### config.mk
export PLATFORM = sky130hd
export DESIGN_NAME = bilinear_interp
export DESIGN_NICKNAME = d
export VERILOG_FILES = /design/src/hw/debayer_pkg.sv /design/src/hw/bilinear_interp.sv
export SDC_FILE = /design/constraint.sdc
export NUM_CORES = 1
export LEC_CHECK = 0
export ABC_AREA = 1
export BUFFER_PORTS_ARGS = -buffer_cell sky130_fd_sc_hd__buf_2
export CAP_MARGIN = 10
export CORE_MARGIN = 1.5
export CORE_UTILIZATION = 45
export DETAILED_ROUTE_END_ITERATION = 10
export PLACE_DENSITY = 0.7
export SYNTH_ARGS = -nofsm -noshare
export SYNTH_HDL_FRONTEND = slang
export SYNTH_SLANG_ARGS = --single-unit
### constraint.sdc
create_clock -name clk_i -period 5.68 [get_ports clk_i]
set_input_delay 0.568 -clock clk_i [delete_from_list [all_inputs] [get_ports clk_i]]
set_output_delay 0.568 -clock clk_i [all_outputs]
set_load 0.02 [all_outputs]
### src/hw/debayer_pkg.sv
`default_nettype none

package debayer_pkg;

	// colour position of the window centre in a BGGR mosaic
	// high bit is row parity, low bit is column parity
	typedef enum logic [1:0]
	{
		SITE_B          = 2'b00,	// even row, even column
		SITE_G_BLUE_ROW = 2'b01,	// even row, odd column
		SITE_G_RED_ROW  = 2'b10,	// odd row, even column
		SITE_R          = 2'b11	// odd row, odd column
	} bayer_site_e;

	// headroom so a sum of four samples never wraps
	localparam int SUM_GUARD_BITS = 2;

endpackage

`default_nettype wire

### src/hw/bilinear_interp.sv
`timescale 1ns/1ps
`default_nettype none

module bilinear_interp
	import debayer_pkg::*;
#(
	parameter int PIXEL_WIDTH = 10
)
(
	input  wire                    clk_i,
	input  wire                    line_valid_i,
	input  wire                    win_valid_i,
	input  wire [PIXEL_WIDTH-1:0]  win_tl_i,
	input  wire [PIXEL_WIDTH-1:0]  win_tc_i,
	input  wire [PIXEL_WIDTH-1:0]  win_tr_i,
	input  wire [PIXEL_WIDTH-1:0]  win_ml_i,
	input  wire [PIXEL_WIDTH-1:0]  win_mc_i,
	input  wire [PIXEL_WIDTH-1:0]  win_mr_i,
	input  wire [PIXEL_WIDTH-1:0]  win_bl_i,
	input  wire [PIXEL_WIDTH-1:0]  win_bc_i,
	input  wire [PIXEL_WIDTH-1:0]  win_br_i,
	input  var bayer_site_e        win_site_i,
	input  wire                    win_emit_i,
	output logic                   pipe_advance_o,
	output logic                   rgb_valid_o,
	input  wire                    rgb_ready_i,
	output logic [PIXEL_WIDTH-1:0] rgb_red_o,
	output logic [PIXEL_WIDTH-1:0] rgb_green_o,
	output logic [PIXEL_WIDTH-1:0] rgb_blue_o
);

	localparam int QUAD_WIDTH = PIXEL_WIDTH + SUM_GUARD_BITS;
	localparam int PAIR_WIDTH = PIXEL_WIDTH + 1;

	logic [QUAD_WIDTH-1:0]  orth_sum;
	logic [QUAD_WIDTH-1:0]  diag_sum;
	logic [PAIR_WIDTH-1:0]  horz_sum;
	logic [PAIR_WIDTH-1:0]  vert_sum;
	logic [PIXEL_WIDTH-1:0] orth_avg;
	logic [PIXEL_WIDTH-1:0] diag_avg;
	logic [PIXEL_WIDTH-1:0] horz_avg;
	logic [PIXEL_WIDTH-1:0] vert_avg;
	logic [PIXEL_WIDTH-1:0] red_d;
	logic [PIXEL_WIDTH-1:0] green_d;
	logic [PIXEL_WIDTH-1:0] blue_d;
	logic                   load;

	assign orth_sum = QUAD_WIDTH'(win_tc_i) + QUAD_WIDTH'(win_bc_i)
		+ QUAD_WIDTH'(win_ml_i) + QUAD_WIDTH'(win_mr_i);
	assign diag_sum = QUAD_WIDTH'(win_tl_i) + QUAD_WIDTH'(win_tr_i)
		+ QUAD_WIDTH'(win_bl_i) + QUAD_WIDTH'(win_br_i);
	assign horz_sum = PAIR_WIDTH'(win_ml_i) + PAIR_WIDTH'(win_mr_i);
	assign vert_sum = PAIR_WIDTH'(win_tc_i) + PAIR_WIDTH'(win_bc_i);

	// dropping the low bits is the truncating shift
	assign orth_avg = orth_sum[QUAD_WIDTH-1:SUM_GUARD_BITS];
	assign diag_avg = diag_sum[QUAD_WIDTH-1:SUM_GUARD_BITS];
	assign horz_avg = horz_sum[PAIR_WIDTH-1:1];
	assign vert_avg = vert_sum[PAIR_WIDTH-1:1];

	always_comb
	begin
		red_d   = win_mc_i;
		green_d = win_mc_i;
		blue_d  = win_mc_i;
		case (win_site_i)
			SITE_B:
			begin
				red_d   = diag_avg;
				green_d = orth_avg;
			end
			SITE_G_BLUE_ROW:
			begin
				red_d  = vert_avg;	// red rows lie above and below
				blue_d = horz_avg;
			end
			SITE_G_RED_ROW:
			begin
				red_d  = horz_avg;
				blue_d = vert_avg;
			end
			SITE_R:
			begin
				green_d = orth_avg;
				blue_d  = diag_avg;
			end
		endcase
	end

	assign pipe_advance_o = ~rgb_valid_o | rgb_ready_i;	// empty or draining this cycle
	assign load           = pipe_advance_o & win_valid_i & win_emit_i;

	always_ff @(posedge clk_i or posedge line_valid_i)
	begin
		if (line_valid_i)
			rgb_valid_o <= 1'b0;
		else if (pipe_advance_o)
			rgb_valid_o <= win_valid_i & win_emit_i;
	end

	always_ff @(posedge clk_i)
	begin
		if (load)
		begin
			rgb_red_o   <= red_d;
			rgb_green_o <= green_d;
			rgb_blue_o  <= blue_d;
		end
	end

endmodule

`default_nettype wire

Yosys cells after proc, flatten, opt, wreduce, memory -nomap -nowiden
Index checks and enable logic that the tools add are counted.
{"block": "classes", "add_sub_neg": 8, "n_mux": 3, "n_eq_ne": 3, "n_reduce_logical": 2, "bitwise_logic": 5}
{"cell": "$pmux W10 S3", "count": 2}
{"cell": "$add A10 B10 Y11", "count": 4}
{"cell": "$add A11 B10 Y12", "count": 2}
{"cell": "$add A12 B10 Y12", "count": 2}
{"cell": "$mux W10", "count": 1}
{"cell": "$eq A2 B2 Y1 const B", "count": 2}
{"cell": "$and A1 B1 Y1", "count": 3}
{"cell": "$eq A2 B1 Y1 const B", "count": 1}
{"cell": "$logic_not A2 Y1", "count": 1}
{"cell": "$reduce_or A2 Y1", "count": 1}
{"cell": "$not A1 Y1", "count": 1}
{"cell": "$or A1 B1 Y1", "count": 1}
{"block": "word_totals", "regBits": 31, "input_bits": 97, "output_inout_bits": 32, "wordCells": 25}

Longest topological paths before layout
{"block": "logic_depth", "depth_word": 4, "depth_mapped": 17, "mapped_depth_nobuf": 17}

Worst setup path after synthesis
No wires, ideal clock.
{"block": "synth_timing", "kind": "input -> register", "start": "input port win_valid_i", "end": "register rgb_blue_o[0] (enable)", "arrival_ns": 2.707, "setup_time_ns": 0.454, "setup_slack_ns": 2.519, "required_time_ns": 5.226, "path_buffers": 0, "path_stages": 2, "path_cell_list": "inv_1 > nor3_1"}
{"block": "synth_via", "elab_chain_cells": 2}
{"item": "from (decl)", "line": "bilinear_interp.sv:12", "text": "input wire win_valid_i,"}
{"item": "$and A1 B1 Y1 (2 in series)", "line": "bilinear_interp.sv:91", "text": "assign load = pipe_advance_o & win_valid_i & win_emit_i;"}
{"item": "named net load", "line": "bilinear_interp.sv:46", "text": "logic load;"}
{"item": "to (signal assigned)", "line": "bilinear_interp.sv:107", "text": "rgb_blue_o <= blue_d;"}
{"item": "to (decl)", "line": "bilinear_interp.sv:29", "text": "output logic [PIXEL_WIDTH-1:0] rgb_blue_o"}
The timed path passes the listed nets, and every way through them passes these cells.
A chain may end at the register's enable or synchronous reset.

Worst setup path after layout
{"block": "layout_timing", "start": "input port win_tl_i[1]", "end": "register rgb_red_o[9] (data pin)"}
{"block": "layout_via", "elab_chain_cells": 4}
{"item": "from (decl)", "line": "bilinear_interp.sv:13", "text": "input wire [PIXEL_WIDTH-1:0] win_tl_i,"}
{"item": "$add A10 B10 Y11", "line": "bilinear_interp.sv:50", "text": "assign diag_sum = QUAD_WIDTH'(win_tl_i) + QUAD_WIDTH'(win_tr_i)"}
{"item": "$add A11 B10 Y12", "line": "bilinear_interp.sv:51", "text": "+ QUAD_WIDTH'(win_bl_i) + QUAD_WIDTH'(win_br_i);"}
{"item": "$add A12 B10 Y12", "line": "bilinear_interp.sv:51"}
{"item": "$pmux W10 S3", "line": "bilinear_interp.sv:66", "text": "case (win_site_i)"}
{"item": "named net red_d[9]", "line": "bilinear_interp.sv:43", "text": "logic [PIXEL_WIDTH-1:0] red_d;"}
{"item": "to (signal assigned)", "line": "bilinear_interp.sv:105", "text": "rgb_red_o <= red_d;"}
{"item": "to (decl)", "line": "bilinear_interp.sv:27", "text": "output logic [PIXEL_WIDTH-1:0] rgb_red_o,"}
The timed path passes the listed nets, and every way through them passes these cells.

==> impl_metrics.csv <==
group,metric,value,unit
synth,synth_edf_count,30,
synth,synth_common_cells,"nand2_1, inv_1, nand3_1",
timing,whs,0.09762,ns
synth,synth_flop_cell,"edfxtp_1",
timing,skew,0.008331,ns
drt,met3_length,986,microns
drt,ant_nets,0,
finish,area_growth,19.27,%
synth,synth-xor-area-share,0.5668,%
cts,cts_tree,"done",
timing,finalHoldViolCount,0,
cts,cts_htree_levels,2,
finish,final_area,5529,sq um
finish,nFillCells,1000,
timing,timing.slew.headroom,51.98,%
synth,synth_top_family_by_area,"simple AND/OR/NAND/NOR gates",
synth,synth_compound_area_share,7.179,%
drt,vias_per_cell,5.013,
timing,min_period_over_period,55.83,%
floorplan,pin_count,129,
place,hpwl,11.34,mm
synth,synthSimpleGateAreaFrac,30.99,%
global_route,antenna_found_initial,0,
synth,synth_most_common_cell,"nand2_1",
finish,diodes,0,
cts,clock_path_buffers,2,
drt,routed-wl-met2,6.062,mm
place,gp_congestion,0.8999,
timing,worstMarginPinSlew,0.7203,ns
timing,worst_slack,2.509,ns
timing,timing.fmax,0.3153,GHz
worst_setup_path,cp_cell_sequence,"buf_2, inv_1, fa_1, fa_1, nor3_1, inv_1, fa_1, inv_1, nand3_1, nand2_1, nand2_1, nand2_1, nand2_1, nand2_1, nand2_1, nand3_1, nand2_1, nand2_1",
drt,dr.pass1.iters,5,
worst_setup_path,end_kind,"register",
finish,nets,960,
synth,synth_fa_ha_area_share,29.20,%
pwr,ir_drop,0.0001010,V
drt,drt-total-wl,12.93,mm
cts,clock_latency,0.29,ns
synth,yosys_warnings,0,
finish,drive_gt1_share,19.59,%
floorplan,core,9864,sq um
global_route,grt_pass1_vias,4357,
job,drv_cap,0,
worst_setup_path,crit_slowest_cell,"fa_1",
synth,synth_cell_type_count,31,
global_route,grtUsageTotal,24.43,%
timing,drv_slew,0,
synth,yosys-top-cells-area,"edfxtp_1, fa_1, nand2_1",
synth,netlist_instances,653,
outcome,status,"complete, no violations",
floorplan,rows,36,
place,port_buffers,128,
synth,ys_seq_elements,31,
cts,clock_sinks,31,
cts,cts_setup_buffers,0,
pwr,power.leakage,3.080,nW
worst_setup_path,worstPathRequired,5.84,ns
worst_setup_path,slowest_delay,0.56,ns
cts,cts_made_buffers,5,
cts,clk_pin_slew_worst_paths,0.07,ns
synth,yosys.area.top_type,"edfxtp_1",
place,place_ws,2.233,ns
worst_setup_path,cp-start-kind,"input port",
drt,top_layer,"met4",
synth,async_flop_share,3.226,%
global_route,grt_pass1_wl,21.00,mm
drt,drc,0,
floorplan,die_area,10920,sq um
cts,cts-hold-fix-buffers,0,
pwr,power,1.309,mW
floorplan,die_w,104.5,microns
min_path,hold_class,"in2async",
worst_setup_path,cp.arrival,3.33,ns
synth,yosysTopAreaCellShare,19.43,%
global_route,grt_max_degree,31,
cts,cts_root_buf,"clkbuf_8",
synth,synthMuxAreaShare,0,%
synth,syn_area_per_cell,7.099,sq um
pwr,p_per_area,236.7,nW/um^2
drt,vias,4582,
synth,synth_nets,833,
timing,tns,0,ns
cts,ctsResizeCount,0,
timing,setup_viol,0,
synth,seq_area_frac_synth,19.97,%
timing,rsz0062_at_grt,"no",
floorplan,die_h,104.5,microns
global_route,gr-total-overflow,0,
drt,drt_iter0_drc,328,
worst_setup_path,cpMostUsedCell,"nand2_1",
worst_setup_path,critPathKind,"in2reg",
worst_setup_path,worst-path-max-fanout,4,
timing,final.min_clock_period,3.171,ns
synth,synth_area,4636,sq um
drt,drt-met1-wl,5.765,mm
place,place_area,5416,sq um
floorplan,start_util,46.99,%
drt,wl_per_cell,14.14,microns
==> worst paths after layout <==
path	startpoint	to	slack [ns]	cells after the start
setup / recovery	win_tl_i[1]	rgb_red_o[9]	2.51	18
hold / removal	line_valid_i	rgb_valid_o	0.1	2
setup reg to reg	rgb_valid_o	rgb_blue_o[0]	4.38	4
hold reg to reg	rgb_valid_o	rgb_valid_o	0.65	4
max in group asynchronous	line_valid_i	rgb_valid_o	5.49	2
min in group clk_i	win_emit_i	rgb_valid_o	0.55	3
==> stage by stage <==
step,util (%),cells
after floorplan,-,653
after global placement,54.91,906
after detailed placement,54.91,906
after CTS,56.05,914
after global routing,56.05,914
final,56.05,914
==> placed cells by master (no fill, tap or decap), types with 4 or more instances in the layout <==
master / synthesis / routed
nand2_1: 174 / 174
inv_1: 136 / 136
buf_2: 4 / 128
nand3_1: 77 / 77
nor2_1: 48 / 48
fa_1: 42 / 42
ha_1: 41 / 41
edfxtp_1: 30 / 30
a21oi_1: 23 / 23
nand3b_1: 12 / 12
o21ai_1: 9 / 9
o21ai_0: 7 / 7
or2_1: 5 / 5
clkbuf_8: 0 / 5
a21oi_2: 4 / 4
nand4_1: 4 / 4
o21bai_1: 4 / 4
or2_2: 4 / 4
==> report_power, final <==
part | internal [mW] | switching, mW
registers | 0.285 | 0.00516
clock network | 0.131 | 0.0922
logic | 0.296 | 0.500
total | 0.712 | 0.597
==> flip-flops by register name, summed over array words and instances (netlist names) <==
register / count
rgb_blue_o: 10
rgb_green_o: 10
rgb_red_o: 10
rgb_valid_o: 1
==> worst max-delay path, delay by kind of cell <==
kind | cells | cell delay (ns)
buf+inv | 4 | 0.29
fa+ha+maj | 3 | 1.38
simple gates | 11 | 1.09
==> metal layers <==
layer  up-vias  global-route usage (%)
li1       2314                       -
met2       190                   41.17
met1      2066                   33.93
met5         -                       0
met3        12                   2.820
met4         0                   4.563
==> cell type report <==
type	instances	area [sq um]	area share (%)
multi-input combinational	474	3154	57.05
sequential	31	925.9	16.75
timing repair buffer	129	648.1	11.72
inverter	139	521.8	9.437
clock inverter	3	43.79	0.7920
tap	133	166.4	3.010
clock buffer	5	68.82	1.245
==> logic make-up after synthesis <==
| kind of cell | count (synthesis) |
|---|---|
| AOI/OAI and AO/OA | 56 |
| xor gates and xnor gates | 3 |
| adders and majority gates | 83 |
| buffers and inverters | 148 |
| DFF | 31 |
| and+or+nand+nor | 332 |
(Power assumes the default switching activity.)
