[src/hw/debayer_pkg.sv]
`default_nettype none

package debayer_pkg;

	// colour position of the window centre in a BGGR mosaic
	// high bit is row parity, low bit is column parity
	typedef enum logic [1:0]
	{
		SITE_B          = 2'b00,	// even row, even column
		SITE_G_BLUE_ROW = 2'b01,	// even row, odd column
		SITE_G_RED_ROW  = 2'b10,	// odd row, even column
		SITE_R          = 2'b11	// odd row, odd column
	} bayer_site_e;

	// headroom so a sum of four samples never wraps
	localparam int SUM_GUARD_BITS = 2;

endpackage

`default_nettype wire

[src/hw/window_3x3.sv]
`timescale 1ns/1ps
`default_nettype none

module window_3x3
	import debayer_pkg::*;
#(
	parameter int PIXEL_WIDTH = 10
)
(
	input  wire                    clk_i,
	input  wire                    line_valid_i,
	input  wire                    pipe_advance_i,
	input  wire                    col_valid_i,
	input  wire [PIXEL_WIDTH-1:0]  col_top_i,
	input  wire [PIXEL_WIDTH-1:0]  col_mid_i,
	input  wire [PIXEL_WIDTH-1:0]  col_bot_i,
	input  var bayer_site_e        col_site_i,
	input  wire                    col_emit_i,
	output logic                   win_valid_o,
	output logic [PIXEL_WIDTH-1:0] win_tl_o,
	output logic [PIXEL_WIDTH-1:0] win_tc_o,
	output logic [PIXEL_WIDTH-1:0] win_tr_o,
	output logic [PIXEL_WIDTH-1:0] win_ml_o,
	output logic [PIXEL_WIDTH-1:0] win_mc_o,
	output logic [PIXEL_WIDTH-1:0] win_mr_o,
	output logic [PIXEL_WIDTH-1:0] win_bl_o,
	output logic [PIXEL_WIDTH-1:0] win_bc_o,
	output logic [PIXEL_WIDTH-1:0] win_br_o,
	output bayer_site_e            win_site_o,
	output logic                   win_emit_o
);

	logic shift_en;

	assign shift_en = pipe_advance_i & col_valid_i;	// bubbles leave the window untouched

	always_ff @(posedge clk_i or posedge line_valid_i)
	begin
		if (line_valid_i)
		begin
			win_valid_o <= 1'b0;
			win_emit_o  <= 1'b0;
		end
		else if (pipe_advance_i)
		begin
			win_valid_o <= col_valid_i;
			win_emit_o  <= col_valid_i & col_emit_i;
		end
	end

	// oldest column on the left, newest on the right
	always_ff @(posedge clk_i)
	begin
		if (shift_en)
		begin
			win_tl_o   <= win_tc_o;
			win_tc_o   <= win_tr_o;
			win_tr_o   <= col_top_i;
			win_ml_o   <= win_mc_o;
			win_mc_o   <= win_mr_o;
			win_mr_o   <= col_mid_i;
			win_bl_o   <= win_bc_o;
			win_bc_o   <= win_br_o;
			win_br_o   <= col_bot_i;
			win_site_o <= col_site_i;	// site already refers to the middle column
		end
	end

endmodule

`default_nettype wire

[config.mk]
export PLATFORM = sky130hd
export DESIGN_NAME = window_3x3
export DESIGN_NICKNAME = d
export VERILOG_FILES = /design/src/hw/debayer_pkg.sv /design/src/hw/window_3x3.sv
export SDC_FILE = /design/constraint.sdc
export NUM_CORES = 1
export LEC_CHECK = 0
export BUFFER_PORTS_ARGS = -buffer_cell sky130_fd_sc_hd__buf_2
export CORE_ASPECT_RATIO = 1.2
export CORE_MARGIN = 3
export CORE_UTILIZATION = 35
export CTS_BUF_LIST = sky130_fd_sc_hd__clkbuf_4 sky130_fd_sc_hd__clkbuf_8
export DETAILED_ROUTE_END_ITERATION = 8
export SLEW_MARGIN = 10
export SYNTH_ARGS = -nofsm -noshare
export SYNTH_HDL_FRONTEND = slang
export SYNTH_SLANG_ARGS = --single-unit
[constraint.sdc]
create_clock -name clk_i -period 0.8 [get_ports clk_i]
set_input_delay 0.08 -clock clk_i [delete_from_list [all_inputs] [get_ports clk_i]]
set_output_delay 0.08 -clock clk_i [all_outputs]
set_load 0.02 [all_outputs]
; ---- After elaboration in Yosys (flattened, before gate mapping)
; Cells that the tools add are included.
; W data, S select, Z words.
[word_totals]
inputBits = 37
word_cells = 14
out_inout_bits = 94
register_bits = 94
[op_classes]
n_bitwise = 2
[ops]
columns = op, count
row1 = $and A1 B1 Y1, 2

; ---- Longest topological paths before layout
; Gate-level depths: netlist (run 1).
[logic_depth]
word_depth = 1
depth_mapped = 2
depth_no_buf = 2

; ---- Worst setup path after synthesis (run 1)
; OpenSTA, ideal clock, no wires.
[synth_timing]
path_type = input port to flip-flop
from = input port col_valid_i
to = register win_bc_o[0], enable pin
stages = 1
required_ns = 0.413
n_path_buf = 0
setup_time_ns = 0.387
slack_ns = -0.396
arrival_ns = 0.810
cell_sequence = and2_4
[synth_via]
elab_chain_cells = 1
[synth_rtl]
columns = element, line_no
row1 = "start, declared", window_3x3.sv:13  ; input wire col_valid_i,
row2 = $and A1 B1 Y1, window_3x3.sv:35  ; assign shift_en = pipe_advance_i & col_valid_i;
row3 = "end signal, assigned", window_3x3.sv:63  ; win_bc_o <= win_br_o;
row4 = "end, declared", window_3x3.sv:27  ; output logic [PIXEL_WIDTH-1:0] win_bc_o,
; No other way between the ends.
; A chain may end at the register's enable or synchronous reset.

; ---- Worst setup path after layout (run 1)
[layout_timing]
from = register win_br_o[0]
to = output port win_br_o[0]
[layout_lines]
columns = element, line_no
row1 = "start, declared", window_3x3.sv:28  ; output logic [PIXEL_WIDTH-1:0] win_br_o,
row2 = "start signal, assigned", window_3x3.sv:64  ; win_br_o <= col_bot_i;
; No word-level cell between the ends.

==> key figures, run 1 <==
Status
  • Run status: finished with violations
  • Failing checks: negative setup slack

Setup path
  • Worst path max stage delay: 0.42 ns
  • R2r worst-path depth: 2
  • CP Cell Sequence: buf_2
  • Largest delay contributor family on the critical path: flip-flops
  • Reg2reg setup slack: -0.11 ns
  • Worst r2r dst: win_bc_o[0]
  • Critical-path top delay cell: edfxtp_1
  • Worst flop-to-flop path startpoint: win_br_o[0]
  • Crit path DAT: 0.96 ns
  • WP buf/inv: 1
  • Critical Path RT: 0.72 ns
  • Startpoint Class: flop
  • Crit Path Class: reg -> out
  • Crit. End Element: output port
  • CP Max Fanout: 2

Cells and area
  • Register area: 0.00281 sq mm
  • Layout area overhead: 74.7%
  • Area of the multi-input gates: 25.0 sq um
  • Fin cells: 405
  • Nets@finish: 345
  • Fill cell count: 565
  • Diodes inserted: 0
  • Share of cells above drive strength 1: 0.575

Synthesis
  • Post-synthesis register bit count: 94
  • Ranking of synthesized cells by area: edfxtp_1 97%, dfrtp_1 1.8%, a22o_1 0.31%
  • Post-Syn Area: 0.00285 sq mm
  • EDFF count, synth: 92
  • Yosys warns: 0
  • Post-Syn Instances: 99
  • Synth cell count leaders: 92 x edfxtp_1, 2 x dfrtp_1, 2 x inv_1
  • Share of flip-flops with an asynchronous set or reset: 0.0213
  • Sequential area share after synthesis: 0.989
  • Synth top area share: 0.971
  • Synth area leader: edfxtp_1
  • Count leader, synth: edfxtp_1
  • Ys flop type: edfxtp_1
  • Synthesized netlist net count: 136
  • Mapped Avg Cell Area: 28.7 sq um
  • Yosys cell types: 6

Placement
  • Placed cells: 327
  • Hpwl dp: 4.02 mm
  • GP Congestion: 0.739
  • I/O Buffers: 130

Power and ir drop
  • Worst VDD drop: 1350 uV
  • Overall power: 10.0 mW
  • Power density over the cells: 2020 mW/mm^2
  • Lkg Pwr: 2.02 nW

Die
  • Die Y: 105 um
  • Top Ports: 131
  • Core footprint: 0.00779 sq mm
  • Starting Density: 0.365
  • Die area: 0.00925 sq mm
  • # rows: 35
  • Die X: 88.3 um

Min path
  • WHS Endpoint: win_valid_o
  • Hold Crit Start: pipe_advance_i
  • Hold Crit Depth: 3
  • Hold WC Path Type: in -> reg

Timing
  • Period utilization: 1.29
  • Max frequency: 966 MHz
  • Max Clock Skew: 0.00941 ns
  • Final WS setup: -0.236 ns
  • Final hold vios: 0
  • WHS: 0.0639 ns
  • Unrepaired setup endpoints after global routing: true
  • Max_slew headroom: 0.878
  • Final setup vio count: 106
  • Minimum clock period: 1.04 ns
  • Final slew viol count: 0
  • Measured slew at the worst slew-check pin: 0.184 ns

Clock tree
  • CTS Buf Count: 9
  • Clock sinks: 94
  • Htree depth: 3
  • CTS root buf: clkbuf_8
  • Clock Path Buffers: 2
  • CTS tree: built
  • Worst-Skew Late Latency: 0.35 ns
  • Clk slew on worst S/H paths: 0.09 ns

Drt
  • DRT antenna net count: 0
  • Drt pass-1 iters: 4
  • Drc violations: 0
  • Final wirelength: 6.44 mm
  • Via count: 1751
  • Vias per cell: 4.32
  • Initial DRC count: 83
  • Wire per inst: 15.9 um

Global route
  • Vias in the first global route: 1874
  • Global route overflow: 0
  • GR Util All Layers: 0.144
  • First-pass GRT wire length: 9.72 mm
  • Antenna violations before repair: 0
  • Largest net degree at the start of global routing: 24

Flow run
  • Max cap viols: 0
## tightest hold or removal path: stages
cell	delay, ns
buf_2	0.09
inv_1	0.06
a21o_1	0.15
## cell usage in the layout, fill, tap and decap left out, types with 2 or more instances in the layout
master,synthesis,routed
clkbuf_8,0,9
dlygate4sd3_1,0,34
inv_1,2,2
edfxtp_1,92,92
buf_12,0,5
buf_2,0,53
dfrtp_1,2,2
inv_6,0,2
buf_6,0,83
buf_4,0,23
## logic make-up after synthesis
kind of cell | after synthesis | synth area share
AO/OA/AOI/OAI | 2 | 0.00572
buffers and inverters | 2 | 0.00264
flip-flops | 94 | 0.989
AND/OR/NAND/NOR | 1 | 0.00308
## how the worst max path moves through the flow
stage | startpoint | to | slack, ns | cells past startpoint
finish | win_br_o[0] | win_br_o[0] | -0.24 | 1
global route | win_tr_o[9] | win_tr_o[9] | -0.28 | 1
CTS | win_tr_o[9] | win_tr_o[9] | -0.24 | 1
detailed placement | pipe_advance_i | win_ml_o[5] | -0.13 | 3
global placement | pipe_advance_i | win_ml_o[5] | -0.13 | 3
floorplan | col_valid_i | win_bc_o[0] | -0.40 | 1
## repair_timing
item / 4_1_cts / 5_1_grt
endpoints found under the setup margin: 94 / 110
pin swaps: 0 / 0
endpoints found under the hold margin: 35 / 0
resized for setup: 100 / 60
gates cloned: 0 / 0
hold buffers: 34 / 0
setup buffers: 22 / 11
## power breakdown
part,internal [mW],switching [mW]
combinational,0.639,0.517
sequential,5.66,0.128
clock,1.46,1.62
total,7.75,2.27
## layout make-up
class                      count  area share
multi-input combinational      3     0.00504
clock inverter                 7      0.0146
inverter                       2     0.00151
timing repair buffer         198       0.365
tap                           92      0.0232
sequential                    94       0.566
clock buffer                   9      0.0249
## per-layer routing
| layer | up-vias | wire length, um | GRT usage |
|---|---|---|---|
| met5 | - | 0 | 0 |
| met3 | 17 | 396 | 0.0528 |
| met1 | 853 | 2110 | 0.148 |
| li1 | 814 | - | - |
| met2 | 67 | 3780 | 0.253 |
| met4 | 0 | 153 | 0.0637 |
## sequential cells by signal, indices dropped and copies added (netlist names)
register / cells
win_bc_o: 10
win_emit_o: 1
win_br_o: 10
win_tc_o: 10
win_tr_o: 10
win_mr_o: 10
win_bl_o: 10
win_ml_o: 10
win_tl_o: 10
win_site_o: 2
win_mc_o: 10
win_valid_o: 1
## metrics by stage
| stage | TNS (ns) | cell area (sq um) | worst slack, ns | utilization |
|---|---|---|---|---|
| after detailed placement | -10.02 | 3720 | -0.135 | 0.477 |
| after CTS | -19.63 | 4730 | -0.243 | 0.607 |
| after floorplan | -36.98 | 2850 | -0.396 | - |
| final | -17.82 | 4970 | -0.236 | 0.638 |
| after global routing | -22.76 | 4970 | -0.284 | 0.638 |
| after global placement | -9.86 | 3720 | -0.130 | 0.477 |
Note: power is estimated with default switching activity, not from simulation.
==> inputs of run 2 (changes only) <==
--- a/config.mk
+++ b/config.mk
@@ -8,9 +8,10 @@
 export BUFFER_PORTS_ARGS = -buffer_cell sky130_fd_sc_hd__buf_2
 export CORE_ASPECT_RATIO = 1.2
 export CORE_MARGIN = 3
-export CORE_UTILIZATION = 35
+export CORE_UTILIZATION = 45
 export CTS_BUF_LIST = sky130_fd_sc_hd__clkbuf_4 sky130_fd_sc_hd__clkbuf_8
 export DETAILED_ROUTE_END_ITERATION = 8
+export PLACE_DENSITY = 0.77
 export SLEW_MARGIN = 10
 export SYNTH_ARGS = -nofsm -noshare
 export SYNTH_HDL_FRONTEND = slang
==> run 2 against run 1 <==
  * The flow still finishes with violations (negative setup slack)
  * Final area up 0.25%
  * Routed wire length up 21%
  * Critical path depth unchanged
  * Clock power down 16%
  * Via count up 6.5%
  * Final cell count up 0.49%
  * Clock-buffer cell count unchanged
  * Combinational power about the same
  * Clock skew about the same
  * Die area down 21%
  * Non-clock buffer count up 13
  * Hold slack better by 0.0085 ns
==> key figures, run 2 (same netlist as run 1, synthesis figures left out) <==
Cells and area
  • Nets@finish: 358 (+3.8%)
  • Design area: 0.00498 sq mm (+0.25%)
  • Layout area overhead: 75.1%
  • Fin cells: 407 (+0.49%)
  • Commonest non-fill, non-tap cells in the layout: 92 x edfxtp_1, 83 x buf_6, 55 x buf_2, 36 x buf_4, 34 x dlygate4sd3_1
  • Commonest non-fill, non-tap cell in the layout: edfxtp_1
  • Share of cells above drive strength 1: 0.585 (+0.00954)
  • Diodes inserted: 0 (unchanged)

Setup path
  • Critical Path RT: 0.72 ns (about the same)
  • CP Max Fanout: 2 (unchanged)
  • Crit path DAT: 0.97 ns (about the same)
  • Crit. path cell count: 1 (unchanged)
  • Startpoint Class: flop
  • R2r worst-path depth: 2 (unchanged)
  • WP buf/inv: 1 (unchanged)
  • Crit Path Class: reg -> out
  • CP Cell Sequence: buf_6
  • Worst path max stage delay: 0.46 ns (+0.04 ns)
  • Largest delay contributor family on the critical path: flip-flops
  • Critical-path top delay cell: edfxtp_1
  • Crit. End Element: output port

Timing
  • Final hold vios: 0 (unchanged)
  • Period utilization: 1.31 (+0.0188)
  • Minimum clock period: 1.05 ns (+0.0150 ns)
  • Max_slew headroom: 0.882 (+0.00467)
  • Max frequency: 952 MHz (-1.4%)
  • Final setup vio count: 122 (+15%)
  • Max Clock Skew: 0.00908 ns (-0.000325 ns)
  • Final slew viol count: 0 (unchanged)
  • Unrepaired setup endpoints after global routing: true
  • Final WS setup: -0.251 ns (-0.0150 ns)
  • Measured slew at the worst slew-check pin: 0.177 ns (-0.00700 ns)
  • WHS: 0.0723 ns (+0.00849 ns)

Drt
  • DRT antenna net count: 0 (unchanged)
  • Wire per inst: 19.1 um (+20%)
  • Initial DRC count: 167 (+100%)
  • Via count: 1865 (+6.5%)
  • Vias per cell: 4.58 (+6.0%)
  • Drc violations: 0 (unchanged)
  • Final wirelength: 7.78 mm (+21%)
  • Drt pass-1 iters: 4 (unchanged)

Clock tree
  • Worst-Skew Late Latency: 0.34 ns (about the same)
  • Clock Path Buffers: 2 (unchanged)
  • CTS tree: built
  • CTS Buf Count: 9 (unchanged)
  • CTS root buf: clkbuf_8
  • Clk slew on worst S/H paths: 0.09 ns (about the same)
  • Clock sinks: 94 (unchanged)
  • Htree depth: 3 (unchanged)

Global route
  • Largest net degree at the start of global routing: 34 (+42%)
  • Vias in the first global route: 1816 (-3.1%)
  • Antenna violations before repair: 0 (unchanged)
  • First-pass GRT wire length: 9.26 mm (-4.8%)
  • Global route overflow: 0 (unchanged)
  • GR Util All Layers: 0.175 (+0.0317)

Status
  • Run status: finished with violations
  • Failing checks: negative setup slack

Die
  • Die Y: 93.1 um (-11%)
  • Core footprint: 0.00609 sq mm (-22%)
  • # rows: 31 (-11%)
  • Top Ports: 131 (unchanged)
  • Starting Density: 0.467 (+0.102)
  • Die X: 78.6 um (-11%)
  • Die area: 0.00732 sq mm (-21%)

Placement
  • GP Congestion: 0.678 (-8.2%)
  • Pre-CTS setup slack: -0.108 ns (+0.0271 ns)
  • I/O Buffers: 130 (unchanged)
  • Post-DP Area: 0.00367 sq mm (-1.4%)
  • Placed cells: 315 (-3.7%)

Min path
  • Hold WC Path Type: in -> reg
  • Hold Crit Depth: 3 (unchanged)

Power and ir drop
  • Worst VDD drop: 1010 uV (-25%)
  • Power density over the cells: 1930 mW/mm^2 (-4.4%)
  • Lkg Pwr: 2.06 nW (+1.8%)

Flow run
  • Max cap viols: 0 (unchanged)
run 2: stage by stage:
stage               total power [mW]   util  setup TNS [ns]
floorplan                       6.19      -          -36.98
global placement                6.52  0.602           -7.09
detailed placement              6.54  0.602           -8.44
CTS                             9.37  0.766          -17.36
global route                    9.93  0.818          -22.89
finish                          9.60  0.818          -18.33
run 2: repair_timing:
action | 4_1_cts | 5_1_grt
setup endpoints to repair | 94 | 113
pin swaps | 0 | 1
resized for setup | 86 | 73
endpoints found under the hold margin | 35 | 0
setup buffers | 31 | 22
cloned | 0 | 0
hold buffers | 34 | 0
run 2: worst paths after layout:
| check | start | endpoint | slack [ns] |
|---|---|---|---|
| setup reg to reg | win_tc_o[5] | win_tl_o[5] | -0.12 |
| setup / recovery | win_mr_o[9] | win_mr_o[9] | -0.25 |
| hold / removal | pipe_advance_i | win_valid_o | 0.07 |
| min in group asynchronous | line_valid_i | win_valid_o | 0.14 |
| hold reg to reg | win_br_o[7] | win_bc_o[7] | 0.48 |
| max in group asynchronous | line_valid_i | win_emit_o | 0.54 |
run 2: final cells by class:
cell class,instances,area (sq um)
sequential,94,2810
multi-input combinational,3,25.0
clock buffer,9,124
inverter,2,7.51
tap,82,103
timing repair buffer,211,1880
clock inverter,6,30.0
fill,266,1110
run 2: per-layer routing:
metal	wire length (um)	vias up	GRT usage
met3	481	11	0.0607
met2	4480	90	0.326
li1	-	839	-
met1	2690	925	0.174
met5	0	-	0
met4	121	0	0.0729
run 2: power breakdown:
part / internal (mW) / switching [mW]
clock network: 1.08 / 1.52
registers: 5.66 / 0.146
logic: 0.650 / 0.542
==> inputs of run 3 (changes only) <==
--- a/config.mk
+++ b/config.mk
@@ -5,6 +5,7 @@
 export SDC_FILE = /design/constraint.sdc
 export NUM_CORES = 1
 export LEC_CHECK = 0
+export ABC_AREA = 1
 export BUFFER_PORTS_ARGS = -buffer_cell sky130_fd_sc_hd__buf_2
 export CORE_ASPECT_RATIO = 1.2
 export CORE_MARGIN = 3
==> run 3 against run 2 <==
  * The flow still finishes with violations (negative setup slack)
  * Sequential power about the same
  * Via count decreased by 2.7%
  * Final cell count decreased by 2.9%
  * Critical path type unchanged
==> key figures, run 3 <==
Status
  • Run status: finished with violations
  • Failing checks: negative setup slack

Setup path
  • Worst path max stage delay: 0.46 ns (about the same)
  • Startpoint Class: flop
  • Crit Path Class: reg -> out
  • Critical-path top delay cell: edfxtp_1
  • Largest delay contributor family on the critical path: flip-flops
  • CP Max Fanout: 2 (unchanged)
  • Crit. End Element: output port
  • WP buf/inv: 1 (unchanged)
  • CP Cell Sequence: buf_6
  • Crit path DAT: 0.97 ns (about the same)
  • Critical Path RT: 0.72 ns (about the same)

Power and ir drop
  • Sw power: 2.15 mW (-2.9%)
  • Part of the power in registers: 0.566 (-0.039)
  • Switch share: 0.210 (-0.0206)
  • Lkg Pwr: 2.01 nW (-2.2%)
  • Power density over the cells: 2070 mW/mm^2 (+7.5%)
  • Clk network pwr share: 0.320 (+0.049)
  • Gate power share: 0.113 (-0.011)
  • Worst VDD drop: 1380 uV (+37%)
  • Int Pwr: 8.09 mW (+9.5%)

Timing
  • Period utilization: 1.32 (+0.00265)
  • Measured slew at the worst slew-check pin: 0.226 ns (+0.0492 ns)
  • Minimum clock period: 1.05 ns (+0.00212 ns)
  • Max frequency: 950 MHz (-0.20%)
  • Max_slew headroom: 0.849 (-0.0328)
  • Final setup vio count: 110 (-9.8%)
  • Setup_tns: -17.03 ns (+1.30 ns)
  • Max Clock Skew: 0.00857 ns (-0.000513 ns)
  • Unrepaired setup endpoints after global routing: true
  • WHS: 0.0442 ns (-0.0282 ns)
  • Final slew viol count: 0 (unchanged)
  • Final hold vios: 0 (unchanged)
  • Final WS setup: -0.253 ns (-0.00212 ns)

Synthesis
  • Ranking of synthesized cells by area: edfxtp_1 97%, dfrtp_1 1.8%, nand2_1 0.66%
  • Synthesized netlist net count: 140 (+2.9%)
  • Yosys cell types: 5 (-1)
  • EDFF count, synth: 92 (unchanged)
  • Synth area leader: edfxtp_1
  • Synth top area share: 0.970 (about the same)
  • Synth cell count leaders: 92 x edfxtp_1, 5 x nand2_1, 3 x inv_1
  • Yosys warns: 0 (unchanged)
  • Count leader, synth: edfxtp_1
  • Share of flip-flops with an asynchronous set or reset: 0.0213 (unchanged)
  • Post-Syn Area: 0.00285 sq mm (about the same)
  • Mapped Avg Cell Area: 27.6 sq um (-3.8%)
  • Post-synthesis register bit count: 94 (unchanged)
  • Post-Syn Instances: 103 (+4.0%)
  • Ys flop type: edfxtp_1
  • Sequential area share after synthesis: 0.988 (about the same)

Global route
  • Largest net degree at the start of global routing: 44 (+29%)
  • GR Util All Layers: 0.178 (+0.00293)
  • Antenna violations before repair: 0 (unchanged)
  • First-pass GRT wire length: 9.40 mm (+1.5%)
  • Global route overflow: 0 (unchanged)
  • Vias in the first global route: 1857 (+2.3%)

Flow run
  • Max cap viols: 0 (unchanged)

Clock tree
  • CTS Buf Count: 9 (unchanged)
  • CTS root buf: clkbuf_8
  • Clk slew on worst S/H paths: 0.09 ns (about the same)
  • CTS tree: built
  • Worst-Skew Late Latency: 0.34 ns (about the same)
  • Clock sinks: 94 (unchanged)
  • Htree depth: 3 (unchanged)
  • Clock Path Buffers: 2 (unchanged)

Cells and area
  • Nets@finish: 345 (-3.6%)
  • Commonest non-fill, non-tap cell in the layout: edfxtp_1
  • Finished Core Util: 0.812 (-0.00596)
  • Share of cells above drive strength 1: 0.565 (-0.0191)
  • Layout area overhead: 73.7%
  • Fin cells: 395 (-2.9%)
  • Diodes inserted: 0 (unchanged)
  • Commonest non-fill, non-tap cells in the layout: 92 x edfxtp_1, 87 x buf_6, 52 x buf_2, 34 x dlygate4sd3_1, 19 x buf_4

Die
  • Die Y: 93.1 um (about the same)
  • Die X: 78.6 um (about the same)
  • Starting Density: 0.468 (about the same)
  • Core footprint: 0.00609 sq mm (unchanged)
  • # rows: 31 (unchanged)
  • Top Ports: 131 (unchanged)
  • Die area: 0.00732 sq mm (about the same)

Drt
  • Final wirelength: 7.38 mm (-5.1%)
  • Drc violations: 0 (unchanged)
  • Vias per cell: 4.59 (+0.22%)
  • Drt pass-1 iters: 4 (unchanged)
  • Wire per inst: 18.7 um (-2.2%)
  • Initial DRC count: 102 (-39%)
  • Via count: 1814 (-2.7%)
  • DRT antenna net count: 0 (unchanged)

Placement
  • Hpwl dp: 3.52 mm
  • Placed cells: 318 (+0.95%)
  • I/O Buffers: 130 (unchanged)
  • GP Congestion: 0.744 (+9.6%)

Min path
  • Hold WC Path Type: in -> reg
run 3: cell count changes after synthesis, sizes merged:
cell | previous run | this run
and2 | 1 | 0
nand2 | 0 | 5
inv | 2 | 3
a22o | 1 | 0
nand3 | 0 | 1
a21o | 1 | 0
run 3: logic make-up after synthesis:
logic type,synth area share
buffers and inverters,0.00395
and+or+nand+nor,0.00835
DFF,0.988
run 3: timing repair:
item	in CTS	in global routing
endpoints found under the hold margin	35	0
setup endpoints to repair	94	106
gates resized for setup	100	65
pin swaps	0	0
setup buffers	22	11
hold buffers	34	0
run 3: metrics by stage:
stage                     setup WS (ns)  total power, mW  instance area [sq um]
after floorplan                   -1.05             6.20                   2870
after global placement           -0.168             6.51                   3670
after detailed placement         -0.182             6.54                   3670
after CTS                        -0.219             10.1                   4700
after global routing             -0.296             10.6                   4950
final                            -0.253             10.2                   4950
run 3: power by group through the flow:
| stage | clock, mW | combinational, mW | sequential [mW] |
|---|---|---|---|
| after global placement | 0 | 0.684 | 5.83 |
| final | 3.28 | 1.16 | 5.80 |
| after global routing | 3.57 | 1.21 | 5.82 |
| after detailed placement | 0 | 0.690 | 5.85 |
| after CTS | 3.32 | 1.04 | 5.76 |
| after floorplan | 0 | 0.0810 | 6.12 |
run 3: worst paths after layout:
kind | startpoint | slack (ns) | cells past startpoint | end
max in group asynchronous | line_valid_i | 0.56 | 3 | win_valid_o
min in group asynchronous | line_valid_i | 0.14 | 3 | win_emit_o
worst min-delay path | pipe_advance_i | 0.04 | 3 | win_valid_o
worst max-delay path | win_bc_o[4] | -0.25 | 1 | win_bc_o[4]
worst max register to register | win_mc_o[8] | -0.10 | 2 | win_ml_o[8]
worst min register to register | win_tr_o[6] | 0.48 | 0 | win_tc_o[6]
run 3: worst register-to-register path: cells and delay by family (launching register included):
family	cells	cell delay, ns
buffers and inverters	2	0.26
flip-flops	1	0.42
run 3: area by class of cell:
type | instances | area, sq um
Tap cell | 82 | 103
Clock buffer | 11 | 139
Fill cell | 298 | 1140
Timing Repair Buffer | 194 | 1760
Sequential cell | 94 | 2810
Multi-Input combinational cell | 6 | 40.0
Clock inverter | 5 | 73.8
Inverter | 3 | 15.0
run 3: per-layer routing:
| layer | vias up | GRT usage | part of all wire |
|---|---|---|---|
| met5 | - | 0 | 0 |
| met4 | 0 | 0.0977 | 0.036 |
| met3 | 14 | 0.0453 | 0.050 |
| met2 | 77 | 0.342 | 0.60 |
| met1 | 909 | 0.168 | 0.32 |
| li1 | 814 | - | - |
